$ cat config.mk
export PLATFORM = sky130hd
export DESIGN_NAME = bp_pht_flat
export DESIGN_NICKNAME = d
export VERILOG_FILES = /design/src/bp_pkg.sv /design/src/bp_if.sv /design/src/bp_pht.sv /design/src/flat_wrapper.sv
export SDC_FILE = /design/constraint.sdc
export NUM_CORES = 2
export LEC_CHECK = 0
export BUFFER_PORTS_ARGS = -buffer_cell sky130_fd_sc_hd__clkbuf_2
export CAP_MARGIN = 20
export CORE_ASPECT_RATIO = 0.9
export CORE_MARGIN = 3
export CORE_UTILIZATION = 39
export CTS_CLUSTER_DIAMETER = 150
export DETAILED_ROUTE_END_ITERATION = 7
export PLACE_DENSITY = 0.6
export SLEW_MARGIN = 20
export SYNTH_ARGS = -nofsm -noshare
export SYNTH_HDL_FRONTEND = slang
export SYNTH_SLANG_ARGS = --single-unit
$ cat constraint.sdc
create_clock -name clock -period 3.8 [get_ports clock]
set_input_delay 0.19 -clock clock [delete_from_list [all_inputs] [get_ports clock]]
set_output_delay 0.19 -clock clock [all_outputs]
set_load 0.005 [all_outputs]
$ cat src/bp_pkg.sv
/* Shared branch predictor definitions: address width, PC alignment,
   two-bit counter type and its saturating update function */

`default_nettype none

package bp_pkg;

    ////////////////////
    // Address constants
    ////////////////////

    // Instruction address width
    parameter int XLEN = 32;

    // Low PC bits that are always zero for word-aligned instructions
    parameter int PC_ALIGN_BITS = 2;

    ////////////////////
    // Direction counter
    ////////////////////

    // Upper bit gives the predicted direction
    typedef enum logic [1:0] {
        STRONG_NOT_TAKEN = 2'd0,
        WEAK_NOT_TAKEN   = 2'd1,
        WEAK_TAKEN       = 2'd2,
        STRONG_TAKEN     = 2'd3
    } counter_t;

    // Step one state toward the outcome, saturating at both ends
    function automatic counter_t next_counter(input counter_t state, input logic taken);
        counter_t result;
        case (state)
            STRONG_NOT_TAKEN: result = taken ? WEAK_NOT_TAKEN : STRONG_NOT_TAKEN;
            WEAK_NOT_TAKEN:   result = taken ? WEAK_TAKEN     : STRONG_NOT_TAKEN;
            WEAK_TAKEN:       result = taken ? STRONG_TAKEN   : WEAK_NOT_TAKEN;
            STRONG_TAKEN:     result = taken ? STRONG_TAKEN   : WEAK_TAKEN;
            // X on the stored state, fall back to the reset value
            default:          result = STRONG_NOT_TAKEN;
        endcase
        return result;
    endfunction

endpackage

`default_nettype wire

$ cat src/bp_if.sv
/* Lookup interface between control, PHT and BTB, and the retire
   training interface feeding PHT and BTB */

`timescale 1ns/1ps
`default_nettype none

////////////////////
// Lookup path
////////////////////

// Purely combinational, no handshake inside the subsystem
interface bp_lookup_if #(
    parameter int GHR_WIDTH = 8
);

    // Request side from control
    logic [bp_pkg::XLEN-1:0] pc;
    logic [GHR_WIDTH-1:0]    ghr;

    // Direction from the PHT
    logic                    pht_taken;

    // Target from the BTB
    logic                    btb_hit;
    logic [bp_pkg::XLEN-1:0] btb_target;

    // Control drives the lookup and collects both answers
    modport ctrl (
        output pc,
        output ghr,
        input  pht_taken,
        input  btb_hit,
        input  btb_target
    );

    // Gshare index needs PC and history
    modport pht (
        input  pc,
        input  ghr,
        output pht_taken
    );

    // BTB is indexed by PC only
    modport btb (
        input  pc,
        output btb_hit,
        output btb_target
    );

endinterface

////////////////////
// Training path
////////////////////

// Valid only, retire is never stalled
interface bp_update_if #(
    parameter int GHR_WIDTH = 8
);

    logic                    valid;
    logic [bp_pkg::XLEN-1:0] pc;
    // History the branch was predicted under
    logic [GHR_WIDTH-1:0]    ghr_snapshot;
    logic                    actual_taken;
    logic [bp_pkg::XLEN-1:0] actual_target;

    modport source (
        output valid,
        output pc,
        output ghr_snapshot,
        output actual_taken,
        output actual_target
    );

    // Counter training
    modport pht (
        input valid,
        input pc,
        input ghr_snapshot,
        input actual_taken
    );

    // Target fill on taken branches
    modport btb (
        input valid,
        input pc,
        input actual_taken,
        input actual_target
    );

endinterface

`default_nettype wire

$ cat src/bp_pht.sv
/* Gshare pattern history table of two-bit saturating counters,
   combinational lookup and retire-time training */

`timescale 1ns/1ps
`default_nettype none

module bp_pht #(
    parameter int GHR_WIDTH = 8,
    // Must cover the full history
    parameter int PHT_BITS  = 10
) (
    input  logic      clock,
    input  logic      reset,

    // Prediction side
    bp_lookup_if.pht  lookup,

    // Retire side
    bp_update_if.pht  update
);

    localparam int PHT_ENTRIES = 1 << PHT_BITS;

    // Counter storage
    bp_pkg::counter_t pht_mem [PHT_ENTRIES];

    logic [PHT_BITS-1:0] lookup_idx;
    logic [PHT_BITS-1:0] train_idx;

    bp_pkg::counter_t    lookup_cnt;
    logic [1:0]          lookup_raw;

    ////////////////////
    // Index hash
    ////////////////////

    // Word-aligned PC bits xor zero-extended history
    function automatic logic [PHT_BITS-1:0] gshare_index(
        input logic [bp_pkg::XLEN-1:0] pc,
        input logic [GHR_WIDTH-1:0]    hist
    );
        logic [PHT_BITS-1:0] pc_bits;
        logic [PHT_BITS-1:0] hist_ext;
        pc_bits  = pc[bp_pkg::PC_ALIGN_BITS +: PHT_BITS];
        hist_ext = PHT_BITS'(hist);
        return pc_bits ^ hist_ext;
    endfunction

    assign lookup_idx = gshare_index(lookup.pc, lookup.ghr);
    assign train_idx  = gshare_index(update.pc, update.ghr_snapshot);

    ////////////////////
    // Lookup
    ////////////////////

    assign lookup_cnt = pht_mem[lookup_idx];
    assign lookup_raw = lookup_cnt;

    // Upper counter bit is the direction
    assign lookup.pht_taken = lookup_raw[1];

    ////////////////////
    // Training
    ////////////////////

    // Visible to lookups from the next cycle on
    always_ff @(posedge clock) begin
        if (reset) begin
            // Every counter starts strongly not taken
            for (int i = 0; i < PHT_ENTRIES; i++) begin
                pht_mem[i] <= bp_pkg::STRONG_NOT_TAKEN;
            end
        end else if (update.valid) begin
            pht_mem[train_idx] <= bp_pkg::next_counter(pht_mem[train_idx],
                                                       update.actual_taken);
        end
    end

endmodule

`default_nettype wire

$ cat src/flat_wrapper.sv
// flat-port wrapper written by rule: the top's interface ports become plain ports
module bp_pht_flat 
#(
    parameter int GHR_WIDTH = 8,
                                  
    parameter int PHT_BITS  = 10
)
  (clock, reset, lookup_pc, lookup_ghr, lookup_pht_taken, update_valid, update_pc, update_ghr_snapshot, update_actual_taken);
  bp_lookup_if #(.GHR_WIDTH(GHR_WIDTH)) lookup_i ();
  bp_update_if #(.GHR_WIDTH(GHR_WIDTH)) update_i ();
  input  logic clock;
  input  logic reset;
  input wire logic [$bits(lookup_i.pc)-1:0] lookup_pc;
  input wire logic [$bits(lookup_i.ghr)-1:0] lookup_ghr;
  output wire logic [$bits(lookup_i.pht_taken)-1:0] lookup_pht_taken;
  input wire logic [$bits(update_i.valid)-1:0] update_valid;
  input wire logic [$bits(update_i.pc)-1:0] update_pc;
  input wire logic [$bits(update_i.ghr_snapshot)-1:0] update_ghr_snapshot;
  input wire logic [$bits(update_i.actual_taken)-1:0] update_actual_taken;
  assign lookup_i.pc = lookup_pc;
  assign lookup_i.ghr = lookup_ghr;
  assign lookup_pht_taken = lookup_i.pht_taken;
  assign update_i.valid = update_valid;
  assign update_i.pc = update_pc;
  assign update_i.ghr_snapshot = update_ghr_snapshot;
  assign update_i.actual_taken = update_actual_taken;
  bp_pht #(.GHR_WIDTH(GHR_WIDTH), .PHT_BITS(PHT_BITS)) u_core (.clock(clock), .reset(reset), .lookup(lookup_i), .update(update_i));
endmodule
* Yosys cells after proc, flatten, opt, wreduce, memory -nomap -nowiden
Memories as Yosys holds them, arrays and structs flattened. Index checks and enable logic that the tools add are counted.
Storage, ports and cells: bits in registers 0, RAM bits 2048, logic and storage cells 23, memories 1
Memory list:
- u_core.pht_mem | words 1024, width 2, read ports 2, clocked after Yosys merged registers in 0, write ports 1024, RTL line bp_pht.sv:25 | bp_pkg::counter_t pht_mem [PHT_ENTRIES];
Cells by class: eq/ne operators 3, mux-type cells 15, bitwise gates (word level) 2, reduce and logical (&&, ||, !) cells 2
Operators with widths (count):
- $xor A10 B8 Y10 | 2
- $mux W10 | 1
- $mux W2 | 5
- $mux W1 | 8
- $pmux W2 S4 | 1
- $eq A2 B2 Y1 const B | 2
- $eq A2 B1 Y1 const B | 1
- $logic_not A2 Y1 | 1
- $reduce_or A2 Y1 | 1

* Depth between registers and ports, before layout
An unclocked memory read counts as a cell.
depth after elaboration 7, gate-level depth with buffers 19, depth with buffers taken out 11

* Worst setup path after synthesis
Ideal clock, no wire load.
path kind input port to output port, start input lookup_ghr[0], end output lookup_pht_taken, arrival 3.615 ns, data required time 3.610 ns, setup slack -0.005 ns, cell stages on the path 13, buffers on the path 4, path through xor2_1 -> clkbuf_1 -> buf_2 -> buf_1 -> buf_2 -> mux4_2 -> mux4_2 -> nand2_1 -> nand4_1 -> nand3_1 -> a21oi_1 -> a311oi_1 -> o21ai_0
On the way: cells in the longest elaborated chain, start to end 2
Ends and longest elaborated chain:
- from (decl) | RTL line flat_wrapper.sv:14 | input wire logic [$bits(lookup_i.ghr)-1:0] lookup_ghr;
- $xor A10 B8 Y10 | RTL line bp_pht.sv:46 | return pc_bits ^ hist_ext;
- $mem_v2 Z1024 W2
- to (decl) | RTL line flat_wrapper.sv:15 | output wire logic [$bits(lookup_i.pht_taken)-1:0] lookup_pht_taken;
Every way passes these cells.

==> results_dict.tcl <==
set metrics [dict create \
    die_h_um 519 \
    critPathArrivalTime_ns 4.02 \
    netlist_area_um2 114000 \
    post-place-cells 13800 \
    regArea_um2 61500 \
    power_w 0.0623 \
    p_per_area_nw_per_um2 466 \
    overflow 0 \
    synth_seq_cells 2048 \
    cts_tree "built" \
    cts.path.max_buffers 4 \
    synth.top_cell.area_share_pct 53.9 \
    numCtsBuffers 223 \
    yosysSeqAreaShare_pct 53.9 \
    final_layout_size_suffix_gt1_share_pct 23.3 \
    cts_sinks 2048 \
    maxSlewHeadroom_pct 20.4 \
    grt.total_usage_pct 27.5 \
    largest-register "u_core.pht_mem" \
    wire_per_inst_um 30.3 \
    syn_avg_cell_area_um2 11.2 \
    syn_nets 10300 \
    hpwlAfterDp_um 275000 \
    cts_root_buffer "clkbuf_16" \
    rrSetupSlack_ns 0.06 \
    synthArstFlopShare_pct 0 \
    wirelength_um 431000 \
    required_ns 3.61 \
    crit_fanout 2 \
    clock_latency_ns 0.91 \
    vias_per_cell 6.47 \
    dpl_cell_area_um2 125000 \
    drv_cap 0 \
    crit_path_start_kind "flip-flop" \
    clk_pin_slew_ns 0.06 \
    fillers 26100 \
    finClkSkew_ns 0.0554 \
    synthCells 10200 \
    end_kind "output port" \
    first_global_vias 87600 \
    cts-htree-levels 4 \
    antenna_found_initial 16 \
    die_area_um2 299000 \
    ir_drop_mv 0.444 \
    setup_viol 6 \
    cp_slowest_cell "mux4_2" \
    ys_warn_count 0 \
    synthDistinctLibCells 41 \
    drc 3 \
    final-hold-violation-count 0 \
    slew_viol_final 0 \
    num_vias 92000 \
    port-buffer-count 40 \
    final_period_minus_worst_setup_slack_ns 4.21 \
    num_rows 187 \
    hp-class "in2reg" \
    violations "DRC, setup timing" \
    final_cell_count_no_fill 14200 \
    synthTopCellsByArea "edfxtp_1, mux4_2, nand2_1" \
    max_freq_ghz 0.238 \
    final_cell_area_um2 134000 \
    synthFlopType "edfxtp_1" \
    worstSetupPathType "reg2out" \
    fin_ws_ns -0.409 \
    nets 10200 \
    synth-edff-count 2048 \
    fin_crit_sh_pct 111 \
    p_leak_nw 44.9 \
    fin_util_pct 46.2 \
    dr.pass1.iters 8 \
    multi_input_area_um2 47900 \
    core_um2 290000 \
    cp_cell_sequence "mux4_2 -> mux4_2 -> mux4_2 -> mux4_2 -> nor2_2 -> o21ai_1 -> buf_4 -> clkbuf_2" \
    die_x_um 576 \
    status "complete, but fails checks" \
    rsz0062_at_grt "yes" \
    reg_top3 "u_core.pht_mem x2048" \
    tightest_slew_ns 1.19 \
    max_stage_delay_ns 0.58 \
    io_pins 85 \
    syn2layout_area_growth_pct 17.3 \
    drt.antenna.violating_nets 0 \
    grt_max_degree 207 \
    grt_pass1_wl_um 613000 \
    largest_reg_flops 2048 \
    gp_congestion 0.970 \
    synth_area_leader_cell "edfxtp_1" \
    initial_utilization_pct 39.4 \
    crit_top_cell "mux4_2" \
    drt-initial-drc-count 14800 \
]
metal layers:
metal / global-route usage, % / wire [um] / share of wire (%)
met2: 40.9 / 187000 / 43
met5: 0 / 72 / 0.017
met1: 38.5 / 167000 / 39
met3: 6.55 / 56100 / 13
met4: 11.6 / 20900 / 4.8
logic make-up (layout without fill, tap and decap cells):
kind of cell               after synthesis  in the layout  share of synthesized area, %
buffers and inverters                 1423           1524                          5.28
AOI/OAI and AO/OA                     1694           1694                          10.8
DFF                                   2048           2048                          53.9
adders and majority gates                2              2                        0.0175
and+or+nand+nor                       4535           4535                          21.8
muxes                                  499            499                          8.01
other                                    0              8                             0
xor gates and xnor gates                28             28                         0.221
cell usage in the layout, fill, tap and decap left out, types with 241 or more instances in the layout:
cell,instances
buf_4,753
a31oi_1,399
nand2_1,1766
edfxtp_1,2048
mux4_2,331
buf_12,282
clkbuf_16,241
nand3_1,455
nor3_1,616
o21bai_1,824
nor3_2,419
nor3b_1,738
synthesized netlist by cell type (15+ instances only):
| cell | instances |
|---|---|
| o22ai_1 | 25 |
| buf_2 | 202 |
| o31ai_1 | 16 |
| nor3b_1 | 824 |
| xor2_1 | 15 |
| a31oi_1 | 402 |
| nor2_1 | 49 |
| nand4_1 | 105 |
| clkbuf_1 | 974 |
| and3_1 | 218 |
| nand3_1 | 455 |
| a32oi_1 | 160 |
| mux4_2 | 331 |
| buf_1 | 181 |
| mux2i_1 | 168 |
| nand2_1 | 1834 |
| a211oi_1 | 48 |
| edfxtp_1 | 2048 |
| buf_6 | 50 |
| a21o_1 | 200 |
| nor3_1 | 635 |
| o21bai_1 | 824 |
| nor3_2 | 400 |
report_power, final:
group	switching [W]	internal [W]
Clock	0.00950	0.0123
Combinational	0.00892	0.00599
Sequential	0.000293	0.0253
Total	0.0187	0.0436
worst paths after layout:
kind / start / to / cells past startpoint
max: u_core.pht_mem[440][1] / lookup_pht_taken / 8
min: update_pc[6] / u_core.pht_mem[677][1] / 6
max reg2reg: u_core.pht_mem[235][1] / u_core.pht_mem[827][0] / 15
min reg2reg: u_core.pht_mem[926][1] / u_core.pht_mem[618][0] / 11
per-stage QoR:
| stage | setup TNS, ns | hold slack, ns | setup WS (ns) |
|---|---|---|---|
| after floorplan | 0 | 0.576 | 0.00658 |
| after global placement | -1838.54 | 0.888 | -1.06 |
| after detailed placement | -1823.59 | 0.899 | -1.07 |
| after CTS | -0.443 | 0.254 | -0.443 |
| after global routing | -0.438 | 0.335 | -0.434 |
| final | -0.454 | 0.302 | -0.409 |
final cells by class:
type / instances / share of cell area [%]
Antenna cell: 8 / 0.0150
Clock buffer: 268 / 4.36
Clock inverter: 135 / 0.904
Inverter: 2 / 0.00561
Multi-Input combinational cell: 6758 / 35.8
Sequential cell: 2048 / 46.0
Tap cell: 3874 / 3.62
Timing Repair Buffer: 1119 / 9.33
timing repair:
| action | in CTS | in global routing |
|---|---|---|
| setup buffers | 2 | 16 |
| gates cloned | 0 | 15 |
| gates resized for setup | 8 | 153 |
| endpoints found under the hold margin | 128 | 0 |
| endpoints found under the setup margin | 956 | 1736 |
| pin swaps | 1 | 14 |
| hold buffers | 1 | 0 |
worst max-delay path: cells and delay by family, from the launching register on:
kind	cells	cell delay, ns
and+or+nand+nor	1	0.09
buffers and inverters	2	0.31
muxes	4	2.17
DFF	1	0.45
AOI/OAI and AO/OA	1	0.08
Note: power is estimated with default switching activity, not from simulation.
