$ cat config.mk
export PLATFORM = sky130hd
export DESIGN_NAME = bp_ctrl_flat
export DESIGN_NICKNAME = d
export VERILOG_FILES = /design/src/bp_pkg.sv /design/src/bp_if.sv /design/src/bp_ctrl.sv /design/src/flat_wrapper.sv
export SDC_FILE = /design/constraint.sdc
export NUM_CORES = 1
export LEC_CHECK = 0
export BUFFER_PORTS_ARGS = -buffer_cell sky130_fd_sc_hd__buf_2
export CAP_MARGIN = 30
export CORE_MARGIN = 2
export CORE_UTILIZATION = 37
export DETAILED_ROUTE_END_ITERATION = 16
export MAX_ROUTING_LAYER = met4
export PLACE_DENSITY = 0.9
export SYNTH_ARGS = -nofsm -noshare
export SYNTH_HDL_FRONTEND = slang
export SYNTH_SLANG_ARGS = --single-unit
export TNS_END_PERCENT = 5
$ cat constraint.sdc
create_clock -name clock -period 2.9 [get_ports clock]
set_clock_uncertainty 0.1 [all_clocks]
set_input_delay 0.58 -clock clock [delete_from_list [all_inputs] [get_ports clock]]
set_output_delay 0.58 -clock clock [all_outputs]
set_load 0.01 [all_outputs]
$ cat src/bp_pkg.sv
/* Shared branch predictor definitions: address width, PC alignment,
   two-bit counter type and its saturating update function */

`default_nettype none

package bp_pkg;

    ////////////////////
    // Address constants
    ////////////////////

    // Instruction address width
    parameter int XLEN = 32;

    // Low PC bits that are always zero for word-aligned instructions
    parameter int PC_ALIGN_BITS = 2;

    ////////////////////
    // Direction counter
    ////////////////////

    // Upper bit gives the predicted direction
    typedef enum logic [1:0] {
        STRONG_NOT_TAKEN = 2'd0,
        WEAK_NOT_TAKEN   = 2'd1,
        WEAK_TAKEN       = 2'd2,
        STRONG_TAKEN     = 2'd3
    } counter_t;

    // Step one state toward the outcome, saturating at both ends
    function automatic counter_t next_counter(input counter_t state, input logic taken);
        counter_t result;
        case (state)
            STRONG_NOT_TAKEN: result = taken ? WEAK_NOT_TAKEN : STRONG_NOT_TAKEN;
            WEAK_NOT_TAKEN:   result = taken ? WEAK_TAKEN     : STRONG_NOT_TAKEN;
            WEAK_TAKEN:       result = taken ? STRONG_TAKEN   : WEAK_NOT_TAKEN;
            STRONG_TAKEN:     result = taken ? STRONG_TAKEN   : WEAK_TAKEN;
            // X on the stored state, fall back to the reset value
            default:          result = STRONG_NOT_TAKEN;
        endcase
        return result;
    endfunction

endpackage

`default_nettype wire

$ cat src/bp_if.sv
/* Lookup interface between control, PHT and BTB, and the retire
   training interface feeding PHT and BTB */

`timescale 1ns/1ps
`default_nettype none

////////////////////
// Lookup path
////////////////////

// Purely combinational, no handshake inside the subsystem
interface bp_lookup_if #(
    parameter int GHR_WIDTH = 8
);

    // Request side from control
    logic [bp_pkg::XLEN-1:0] pc;
    logic [GHR_WIDTH-1:0]    ghr;

    // Direction from the PHT
    logic                    pht_taken;

    // Target from the BTB
    logic                    btb_hit;
    logic [bp_pkg::XLEN-1:0] btb_target;

    // Control drives the lookup and collects both answers
    modport ctrl (
        output pc,
        output ghr,
        input  pht_taken,
        input  btb_hit,
        input  btb_target
    );

    // Gshare index needs PC and history
    modport pht (
        input  pc,
        input  ghr,
        output pht_taken
    );

    // BTB is indexed by PC only
    modport btb (
        input  pc,
        output btb_hit,
        output btb_target
    );

endinterface


`default_nettype wire

$ cat src/bp_ctrl.sv
/* Predictor control: global history register, fetch ready gating
   during mispredict recovery, prediction response assembly */

`timescale 1ns/1ps
`default_nettype none

module bp_ctrl #(
    parameter int GHR_WIDTH = 8
) (
    input  logic                    clock,
    input  logic                    reset,

    // Fetch request
    input  logic                    predict_valid_i,
    input  logic [bp_pkg::XLEN-1:0] predict_pc_i,
    output logic                    predict_ready_o,

    // Prediction response, same cycle as the request
    output logic                    predict_resp_valid_o,
    output logic                    predict_taken_o,
    output logic [bp_pkg::XLEN-1:0] predict_target_o,
    output logic [GHR_WIDTH-1:0]    predict_ghr_snapshot_o,

    // Retire side, only what the history needs
    input  logic                    train_valid_i,
    input  logic                    train_mispredict_i,
    input  logic [GHR_WIDTH-1:0]    train_ghr_snapshot_i,
    input  logic                    train_actual_taken_i,

    // Combinational lookup into PHT and BTB
    bp_lookup_if.ctrl               lookup
);

    // Sequential fall-through distance
    localparam logic [bp_pkg::XLEN-1:0] INSN_BYTES = bp_pkg::XLEN'(1) << bp_pkg::PC_ALIGN_BITS;

    // Speculative global history
    logic [GHR_WIDTH-1:0] ghr;
    logic [GHR_WIDTH-1:0] ghr_next;

    logic recovery;
    logic accept;

    ////////////////////
    // Handshake
    ////////////////////

    // Retire overwrites the GHR this cycle
    assign recovery = train_valid_i && train_mispredict_i;

    // Hold fetch off for the one recovery cycle
    assign predict_ready_o = !recovery;

    // Request taken when both sides agree
    assign accept = predict_valid_i && predict_ready_o;

    assign predict_resp_valid_o = accept;

    ////////////////////
    // Lookup drive
    ////////////////////

    assign lookup.pc  = predict_pc_i;
    assign lookup.ghr = ghr;

    ////////////////////
    // Response
    ////////////////////

    // Direction straight from the PHT
    assign predict_taken_o = lookup.pht_taken;

    // BTB target on hit, else next sequential instruction
    assign predict_target_o = lookup.btb_hit ? lookup.btb_target
                                             : predict_pc_i + INSN_BYTES;

    // History before this prediction shifts in
    assign predict_ghr_snapshot_o = ghr;

    ////////////////////
    // History update
    ////////////////////

    always_comb begin
        // Default hold
        ghr_next = ghr;
        if (recovery) begin
            // Rebuild from the snapshot plus the real outcome
            ghr_next = {train_ghr_snapshot_i[GHR_WIDTH-2:0], train_actual_taken_i};
        end else if (accept) begin
            // Speculative shift with the predicted direction
            ghr_next = {ghr[GHR_WIDTH-2:0], lookup.pht_taken};
        end
    end

    always_ff @(posedge clock) begin
        if (reset) begin
            ghr <= '0;
        end else begin
            ghr <= ghr_next;
        end
    end

endmodule

`default_nettype wire

$ cat src/flat_wrapper.sv
// flat-port wrapper written by rule: the top's interface ports become plain ports
module bp_ctrl_flat 
#(
    parameter int GHR_WIDTH = 8
)
  (clock, reset, predict_valid_i, predict_pc_i, predict_ready_o, predict_resp_valid_o, predict_taken_o, predict_target_o, predict_ghr_snapshot_o, train_valid_i, train_mispredict_i, train_ghr_snapshot_i, train_actual_taken_i, lookup_pc, lookup_ghr, lookup_pht_taken, lookup_btb_hit, lookup_btb_target);
  bp_lookup_if #(.GHR_WIDTH(GHR_WIDTH)) lookup_i ();
  input  logic clock;
  input  logic reset;
  input  logic predict_valid_i;
  input  logic [bp_pkg::XLEN-1:0] predict_pc_i;
  output logic predict_ready_o;
  output logic predict_resp_valid_o;
  output logic predict_taken_o;
  output logic [bp_pkg::XLEN-1:0] predict_target_o;
  output logic [GHR_WIDTH-1:0] predict_ghr_snapshot_o;
  input  logic train_valid_i;
  input  logic train_mispredict_i;
  input  logic [GHR_WIDTH-1:0] train_ghr_snapshot_i;
  input  logic train_actual_taken_i;
  output wire logic [$bits(lookup_i.pc)-1:0] lookup_pc;
  output wire logic [$bits(lookup_i.ghr)-1:0] lookup_ghr;
  input wire logic [$bits(lookup_i.pht_taken)-1:0] lookup_pht_taken;
  input wire logic [$bits(lookup_i.btb_hit)-1:0] lookup_btb_hit;
  input wire logic [$bits(lookup_i.btb_target)-1:0] lookup_btb_target;
  assign lookup_pc = lookup_i.pc;
  assign lookup_ghr = lookup_i.ghr;
  assign lookup_i.pht_taken = lookup_pht_taken;
  assign lookup_i.btb_hit = lookup_btb_hit;
  assign lookup_i.btb_target = lookup_btb_target;
  bp_ctrl #(.GHR_WIDTH(GHR_WIDTH)) u_core (.clock(clock), .reset(reset), .predict_valid_i(predict_valid_i), .predict_pc_i(predict_pc_i), .predict_ready_o(predict_ready_o), .predict_resp_valid_o(predict_resp_valid_o), .predict_taken_o(predict_taken_o), .predict_target_o(predict_target_o), .predict_ghr_snapshot_o(predict_ghr_snapshot_o), .train_valid_i(train_valid_i), .train_mispredict_i(train_mispredict_i), .train_ghr_snapshot_i(train_ghr_snapshot_i), .train_actual_taken_i(train_actual_taken_i), .lookup(lookup_i));
endmodule
## Word-level counts from Yosys, hierarchy flattened

Index checks and enable logic that the tools add are counted.

| storage, ports and cells | value |
|---|---|
| bits in registers | 8 |
| bits in latches | 0 |
| memory bits (writable) | 0 |
| memory bits (read-only) | 0 |
| bits of input ports | 80 |
| output and inout bits | 83 |
| logic and storage cells | 9 |
| memories | 0 |

| cells by class | value |
|---|---|
| add/subtract/negate cells | 1 |
| multipliers | 0 |
| divide/modulo/power cells | 0 |
| $lt $le $gt $ge | 0 |
| eq/ne operators | 0 |
| shifts and indexed selects | 0 |
| mux-type cells | 3 |
| bitwise operators | 0 |
| reduce and logical (&&, ||, !) cells | 4 |

Operator list:

| kind | number |
|---|---|
| adder 32 x 3 -> 32 bit (second input constant) | 1 |
| two-way mux 32 bit | 1 |
| two-way mux 8 bit | 2 |
| logical AND 1 bit | 2 |
| nonzero test 2 bit | 1 |
| logical NOT 1 bit | 1 |

## Longest topological paths before layout

Gate-level depths: netlist of run 1.

| depth | value |
|---|---|
| depth in word-level cells | 5 |
| mapped depth | 7 |
| depth with buffers taken out | 5 |

## Least setup slack after synthesis of run 1

No wires, ideal clock.

| path | value |
|---|---|
| path kind | in2out |
| start point | in predict_pc_i[2] in the netlist's numbering |
| end point | out predict_target_o[30] in the netlist's numbering |
| arrival | 2.061 ns |
| data required time | 2.220 ns |
| setup slack | 0.159 ns |
| stages on the path | 7 |
| path buffers | 2 |
| path through | ha_1 -> and4_1 -> buf_2 -> nand3_1 -> clkbuf_1 -> or4_1 -> a31oi_1 |

| between the ends | value |
|---|---|
| word-level cells in the longest chain between the ends | 2 |

RTL lines:

| item | RTL line | text |
|---|---|---|
| start, declared | flat_wrapper.sv:11 | `input logic [bp_pkg::XLEN-1:0] predict_pc_i;` |
| adder 32 x 3 -> 32 bit | bp_ctrl.sv:75 | `: predict_pc_i + INSN_BYTES;` |
| two-way mux 32 bit | bp_ctrl.sv:74 | `assign predict_target_o = lookup.btb_hit ? lookup.btb_target` |
| end, declared | flat_wrapper.sv:15 | `output logic [bp_pkg::XLEN-1:0] predict_target_o;` |

Every way passes these cells.

## Worst setup path in the final report of run 1

| path | value |
|---|---|
| start point | in predict_pc_i[5] in the netlist's numbering |
| end point | out predict_target_o[19] in the netlist's numbering |

The elaborated chain is that of the path after synthesis.

==> results of run 1 <==
[kinds of logic after synthesis]
family,Yosys count
adder cells (fa/ha/maj),1
AND/OR/NAND/NOR,102
flip-flops,8
AO/OA/AOI/OAI,51
multiplexers,11
buffers and inverters,59
XOR/XNOR,11
[placed cells by master, fill, tap and decap left out, drive strengths merged]
cell type	count
inv	5
ha	1
nor3	3
mux2i	8
buf	187
xor2	6
o31ai	10
o211ai	3
a31oi	13
a21oi	1
dfxtp	8
nand2	27
nand4	9
clkbuf	3
xnor2	5
o21ai	14
nand2b	1
nor4b	1
nor2	21
nor4	1
and4	7
and2	5
a211o	1
mux2	3
nand3	12
or4	15
and3	1
a211oi	8
o31a	1
[worst min-delay path by stage]
stage,from,to,slack (ns),cells past startpoint
floorplan,u_core.lookup.ghr[7],u_core.lookup.ghr[7],0.48,2
global placement,u_core.lookup.ghr[1],u_core.lookup.ghr[1],0.46,2
detailed placement,u_core.lookup.ghr[7],u_core.lookup.ghr[7],0.47,2
CTS,u_core.lookup.ghr[7],u_core.lookup.ghr[7],0.48,2
global route,u_core.lookup.ghr[7],u_core.lookup.ghr[7],0.50,2
finish,u_core.lookup.ghr[7],u_core.lookup.ghr[7],0.47,2
[repair_timing]
item,4_1_cts,5_1_grt
gates cloned,0,1
hold buffers,0,0
setup endpoints to repair,3,5
pin swaps,0,3
buffers inserted,0,2
endpoints found under the hold margin,0,0
resized for setup,1,3
[layout make-up]
type / count / area share
repair buffers: 187 / 0.415
flip-flops and latches: 8 / 0.0664
well taps: 52 / 0.0270
inverters: 5 / 0.00778
multi-input cells: 177 / 0.467
clock buffers: 3 / 0.0171
[power groups by stage]
| stage | registers (mW) | clock network, mW | logic [mW] |
|---|---|---|---|
| CTS | 0.127 | 0.135 | 0.315 |
| global placement | 0.127 | 0 | 0.306 |
| floorplan | 0.131 | 0 | 0.173 |
| finish | 0.126 | 0.131 | 0.318 |
| detailed placement | 0.128 | 0 | 0.313 |
| global route | 0.128 | 0.139 | 0.349 |
[layer usage]
| metal | global-route usage | routed length, um | up-vias |
|---|---|---|---|
| li1 | - | - | 1134 |
| met2 | 0.398 | 2920 | 115 |
| met4 | 0.0755 | 93 | 0 |
| met1 | 0.269 | 2530 | 1030 |
| met5 | - | 0 | - |
| met3 | 0.0228 | 408 | 11 |
[worst max-delay path: stages]
cell and delay, ns:
buf_2 0.12, nand3_4 0.10, or4_4 0.59, or4_1 0.41, a31oi_1 0.19, buf_2 0.17
[per-stage QoR]
| step | total power, mW | instance area, um^2 |
|---|---|---|
| after floorplan | 0.304 | 1650 |
| after global placement | 0.433 | 2330 |
| after detailed placement | 0.441 | 2330 |
| final | 0.576 | 2410 |
| after global routing | 0.616 | 2410 |
| after CTS | 0.577 | 2380 |
==> flow_summary_export.csv, run 1 <==
group,metric,value,unit
outcome,outcome,"complete, no violations",
worst_setup_path,rr_startpoint,"u_core.lookup.ghr[2]",
yosys,synth_area,0.00165,mm^2
yosys,yosysWarningCount,0,
worst_setup_path,crit_arrival,2.17,ns
yosys,synth-edff-count,0,
routing,route.detailed.drc,0,
clock_tree,cts_tree,"yes",
yosys,synth_top_area_frac,0.187,
routing,via_per_inst,5.30,
layout,num_antenna_cells,0,
layout,drive_gt1_frac,0.524,
layout,reg.largest.list,"u_core.lookup.ghr x8",
timing,period_minus_slack,2.85,ns
die,rows,24,
power_and_ir_drop,pwr-share-comb,0.553,
yosys,synth.avg_cell_area,6.77,um^2
timing,slew_viol_final,0,
worst_setup_path,cp-startpoint,"predict_pc_i[5]",
routing,wl,5950,um
power_and_ir_drop,intPower,356,uW
clock_tree,cts_root_buffer,"clkbuf_8",
yosys,synth_area_leader_cell,"buf_4",
yosys,synth_compound_area_frac,0.202,
place,io_buffers,161,
timing,finalCritPeriodShare,0.981,
power_and_ir_drop,p_seq_frac,0.220,
place,place_ws,-0.0356,ns
worst_setup_path,r2r_cells,2,
clock_tree,cts.sinks,8,
yosys,yosysSeqAreaShare,0.0973,
global_routing,grt_overflow,0,
yosys,synth_ff_type,"dfxtp_1",
timing,whs,0.467,ns
place,place_hpwl,4660,um
yosys,yosys.area_share.simple,0.332,
layout,fin_util,0.558,
worst_setup_path,cp-endpoint,"predict_target_o[19]",
place,gp_congestion,0.829,
yosys,synth_area_leaders,"buf_4, dfxtp_1, nand2_1",
yosys,synthDistinctLibCells,35,
layout,seqCellArea,160,um^2
yosys,synth_commonest_cells,"buf_4, nand2_1, nor2_1",
timing,setup_slack,0.0543,ns
routing,dr.pass1.iters,4,
hold_path,hp-class,"reg2reg",
die,die_area,0.00500,mm^2
routing,vias,2290,
routing,drtIter0Drc,102,
die,initial_core_util,0.380,
timing,fmax,351,MHz
layout,area_delta_synth_final,46.7,%
power_and_ir_drop,ir_worst_vdd,0.113,mV
die,die_w,70.7,um
timing,tightest_slew,0.511,ns
global_routing,groute.usage.overall,0.226,
timing,max_slew_margin,0.659,
yosys,synth.most_common_cell,"buf_4",
yosys,syn-num-nets,324,
timing,final-hold-violation-count,0,
yosys,synthXorXnorAreaFrac,0.0586,
yosys,synth_fa_ha_area_frac,0.00760,
power_and_ir_drop,p_per_area,238,mW/mm^2
worst_setup_path,crit_path_max_fanout,8,
place,dp_cells,426,
yosys,synthMuxAreaShare,0.0692,
clock_tree,clk_latency,0.23,ns
yosys,synth_top_family_by_area,"simple AND/OR/NAND/NOR gates",
layout,fin_cells,432,
worst_setup_path,crit_required,2.22,ns
timing,tns,0,ns
die,fp.dieH,70.7,um
global_routing,antenna_found_initial,0,
power_and_ir_drop,p_sw,220,uW
die,core,0.00432,mm^2
layout,n_fill_cell,419,
die,pin_count,163,
clock_tree,cts_max_path_buffers,2,
routing,ant_nets,0,
clock_tree,cts_made_buffers,3,
layout,largest_reg_flops,8,
global_routing,grt_pass1_wl,9250,um
timing,setup_viol,0,
worst_setup_path,startpoint_type,"input pin",
global_routing,grt_max_degree,28,
power_and_ir_drop,p_clk_frac,0.227,
yosys,ys_ff_latch,8,
layout,nets,463,
worst_setup_path,regToRegSetupSlack,1.94,ns
power_and_ir_drop,sw_frac_of_total,0.382,
layout,top_register,"u_core.lookup.ghr",
worst_setup_path,end_kind,"output port",
worst_setup_path,crit_type,"in2out",
yosys,postSynth.asyncResetShare,0,
worst_setup_path,reg2reg_to,"u_core.lookup.ghr[3]",
routing,routedWlPerCell,13.8,um
power_and_ir_drop,p_leak,1.22,nW
clock_tree,clk_pin_slew_worst_paths,0.04,ns
global_routing,grt_pass1_vias,2071,
clock_tree,htree_levels,1,
flow_run,maxCapViolations,0,
layout,multiInputGateArea,0.00113,mm^2
yosys,synthCells,243,
No activity file was read; power rests on OpenSTA's default activity.
==> run 2, diff against run 1 <==
Settings changed: BUFFER_PORTS_ARGS -buffer_cell sky130_fd_sc_hd__buf_2 to -buffer_cell sky130_fd_sc_hd__buf_4.
==> flow_summary_export.csv, run 2 (same netlist as run 1, synthesis figures left out) <==
group,metric,value,unit
power_and_ir_drop,p_per_area,234,mW/mm^2
worst_setup_path,end_kind,"output port",
routing,routedWlPerCell,14.7,um
timing,final-hold-violation-count,0,
timing,tightest_slew,0.332,ns
worst_setup_path,crit_required,2.22,ns
global_routing,antenna_found_initial,0,
timing,slew_viol_final,0,
clock_tree,clk_latency,0.23,ns
worst_setup_path,cp_cell_sequence,"buf_4 -> nand4_1 -> or4_4 -> or4_1 -> a31oi_2 -> buf_4",
global_routing,groute.usage.overall,0.235,
layout,area_delta_synth_final,70.0,%
timing,fmax,351,MHz
die,pin_count,163,
power_and_ir_drop,p_leak,1.33,nW
worst_setup_path,cp_slowest_cell,"or4_4",
global_routing,grt_overflow,0,
worst_setup_path,rr_startpoint,"u_core.lookup.ghr[3]",
worst_setup_path,cp-startpoint,"predict_pc_i[10]",
routing,ant_nets,0,
worst_setup_path,cp_slowest_stage_delay,0.53,ns
worst_setup_path,startpoint_type,"input pin",
place,gp_congestion,0.870,
worst_setup_path,r2r_cells,2,
die,rows,24,
worst_setup_path,cp-endpoint,"predict_target_o[19]",
place,place_hpwl,5050,um
die,initial_core_util,0.380,
flow_run,maxCapViolations,0,
clock_tree,cts_root_buffer,"clkbuf_8",
clock_tree,clk_pin_slew_worst_paths,0.05,ns
clock_tree,cts.sinks,8,
routing,drtIter0Drc,177,
worst_setup_path,crit_arrival,2.17,ns
routing,wl,6310,um
layout,num_antenna_cells,0,
power_and_ir_drop,ir_worst_vdd,0.120,mV
layout,top_register,"u_core.lookup.ghr",
clock_tree,cts_made_buffers,3,
die,die_area,0.00500,mm^2
timing,setup_viol,0,
global_routing,grt_max_degree,39,
routing,via_per_inst,5.45,
clock_tree,cts_tree,"yes",
layout,fin_util,0.647,
clock_tree,ctsHoldBuffers,0,
routing,dr.pass1.iters,4,
worst_setup_path,reg2reg_to,"u_core.lookup.ghr[3]",
worst_setup_path,crit_path_max_fanout,7,
global_routing,grt_pass1_wl,9450,um
clock_tree,htree_levels,1,
layout,largest_reg_flops,8,
worst_setup_path,regToRegSetupSlack,1.87,ns
timing,period_minus_slack,2.85,ns
clock_tree,cts_max_path_buffers,2,
layout,reg.largest.list,"u_core.lookup.ghr x8",
timing,whs,0.480,ns
worst_setup_path,crit_path_frequent_cell,"buf_4",
layout,final_cell_mix,"buf_4, nand2_1, nor2_1",
die,die_w,70.7,um
global_routing,grt_pass1_vias,2114,
layout,drive_gt1_frac,0.519,
layout,nets,459,
timing,finalCritPeriodShare,0.982,
outcome,outcome,"complete, no violations",
place,io_buffers,161,
layout,final_common_cell,"buf_4",
routing,route.detailed.drc,0,
hold_path,hold_start,"reset",
timing,max_slew_margin,0.779,
worst_setup_path,crit_type,"in2out",
hold_path,hp-class,"in2reg",
die,fp.dieH,70.7,um
routing,vias,2331,
die,core,0.00432,mm^2
==> run 2: per-layer routing <==
| layer | routed length [um] | vias up | track usage |
|---|---|---|---|
| met5 | 0 | - | - |
| met4 | 181 | 0 | 0.0901 |
| met3 | 555 | 16 | 0.0299 |
| met2 | 3230 | 133 | 0.422 |
| met1 | 2340 | 1049 | 0.263 |
| li1 | - | 1133 | - |
==> run 2: area by class of cell <==
class / instances / area, um^2
Sequential cell: 8 / 160
Multi-Input combinational cell: 177 / 1140
Inverter: 5 / 18.8
Clock buffer: 3 / 41.3
Tap cell: 52 / 65.1
Fill cell: 386 / 1530
Timing Repair Buffer: 183 / 1370
==> run 2: how the worst min path moves through the flow <==
| stage | to | cells past startpoint |
|---|---|---|
| 2_1_floorplan | u_core.lookup.ghr[7] | 2 |
| 4_1_cts | u_core.lookup.ghr[7] | 2 |
| 6_report | u_core.lookup.ghr[7] | 2 |
| 5_1_grt | u_core.lookup.ghr[4] | 2 |
| 3_3_place_gp | u_core.lookup.ghr[7] | 2 |
| 3_5_place_dp | u_core.lookup.ghr[7] | 2 |
==> run 2: worst max-delay path: cells and delay by family <==
family / cells / cell delay [ns]
AOI/OAI and AO/OA: 1 / 0.19
and+or+nand+nor: 3 / 1.14
buffers and inverters: 2 / 0.25
==> run 2: where the power goes <==
| part | internal, mW | total (mW) | switching, mW |
|---|---|---|---|
| combinational | 0.213 | 0.389 | 0.176 |
| clock | 0.0904 | 0.139 | 0.0482 |
| sequential | 0.119 | 0.127 | 0.00861 |
==> run 2: through the flow <==
stage / setup WS [ns] / total power, mW / instance area [um^2] / cells / TNS (ns)
after CTS: 0.0344 / 0.653 / 2750 / 425 / 0
after detailed placement: 0.00147 / 0.514 / 2700 / 422 / 0
after global placement: 0.0331 / 0.504 / 2700 / 422 / 0
after global routing: -0.0136 / 0.689 / 2800 / 428 / -0.0164
final: 0.0529 / 0.655 / 2800 / 428 / 0
after floorplan: 0.159 / 0.304 / 1650 / 243 / 0
==> run 2: repair_timing <==
action,CTS,global route
endpoints found under the setup margin,1,6
buffers inserted,0,2
pin swaps,0,2
resized for setup,1,4
gates cloned,0,1
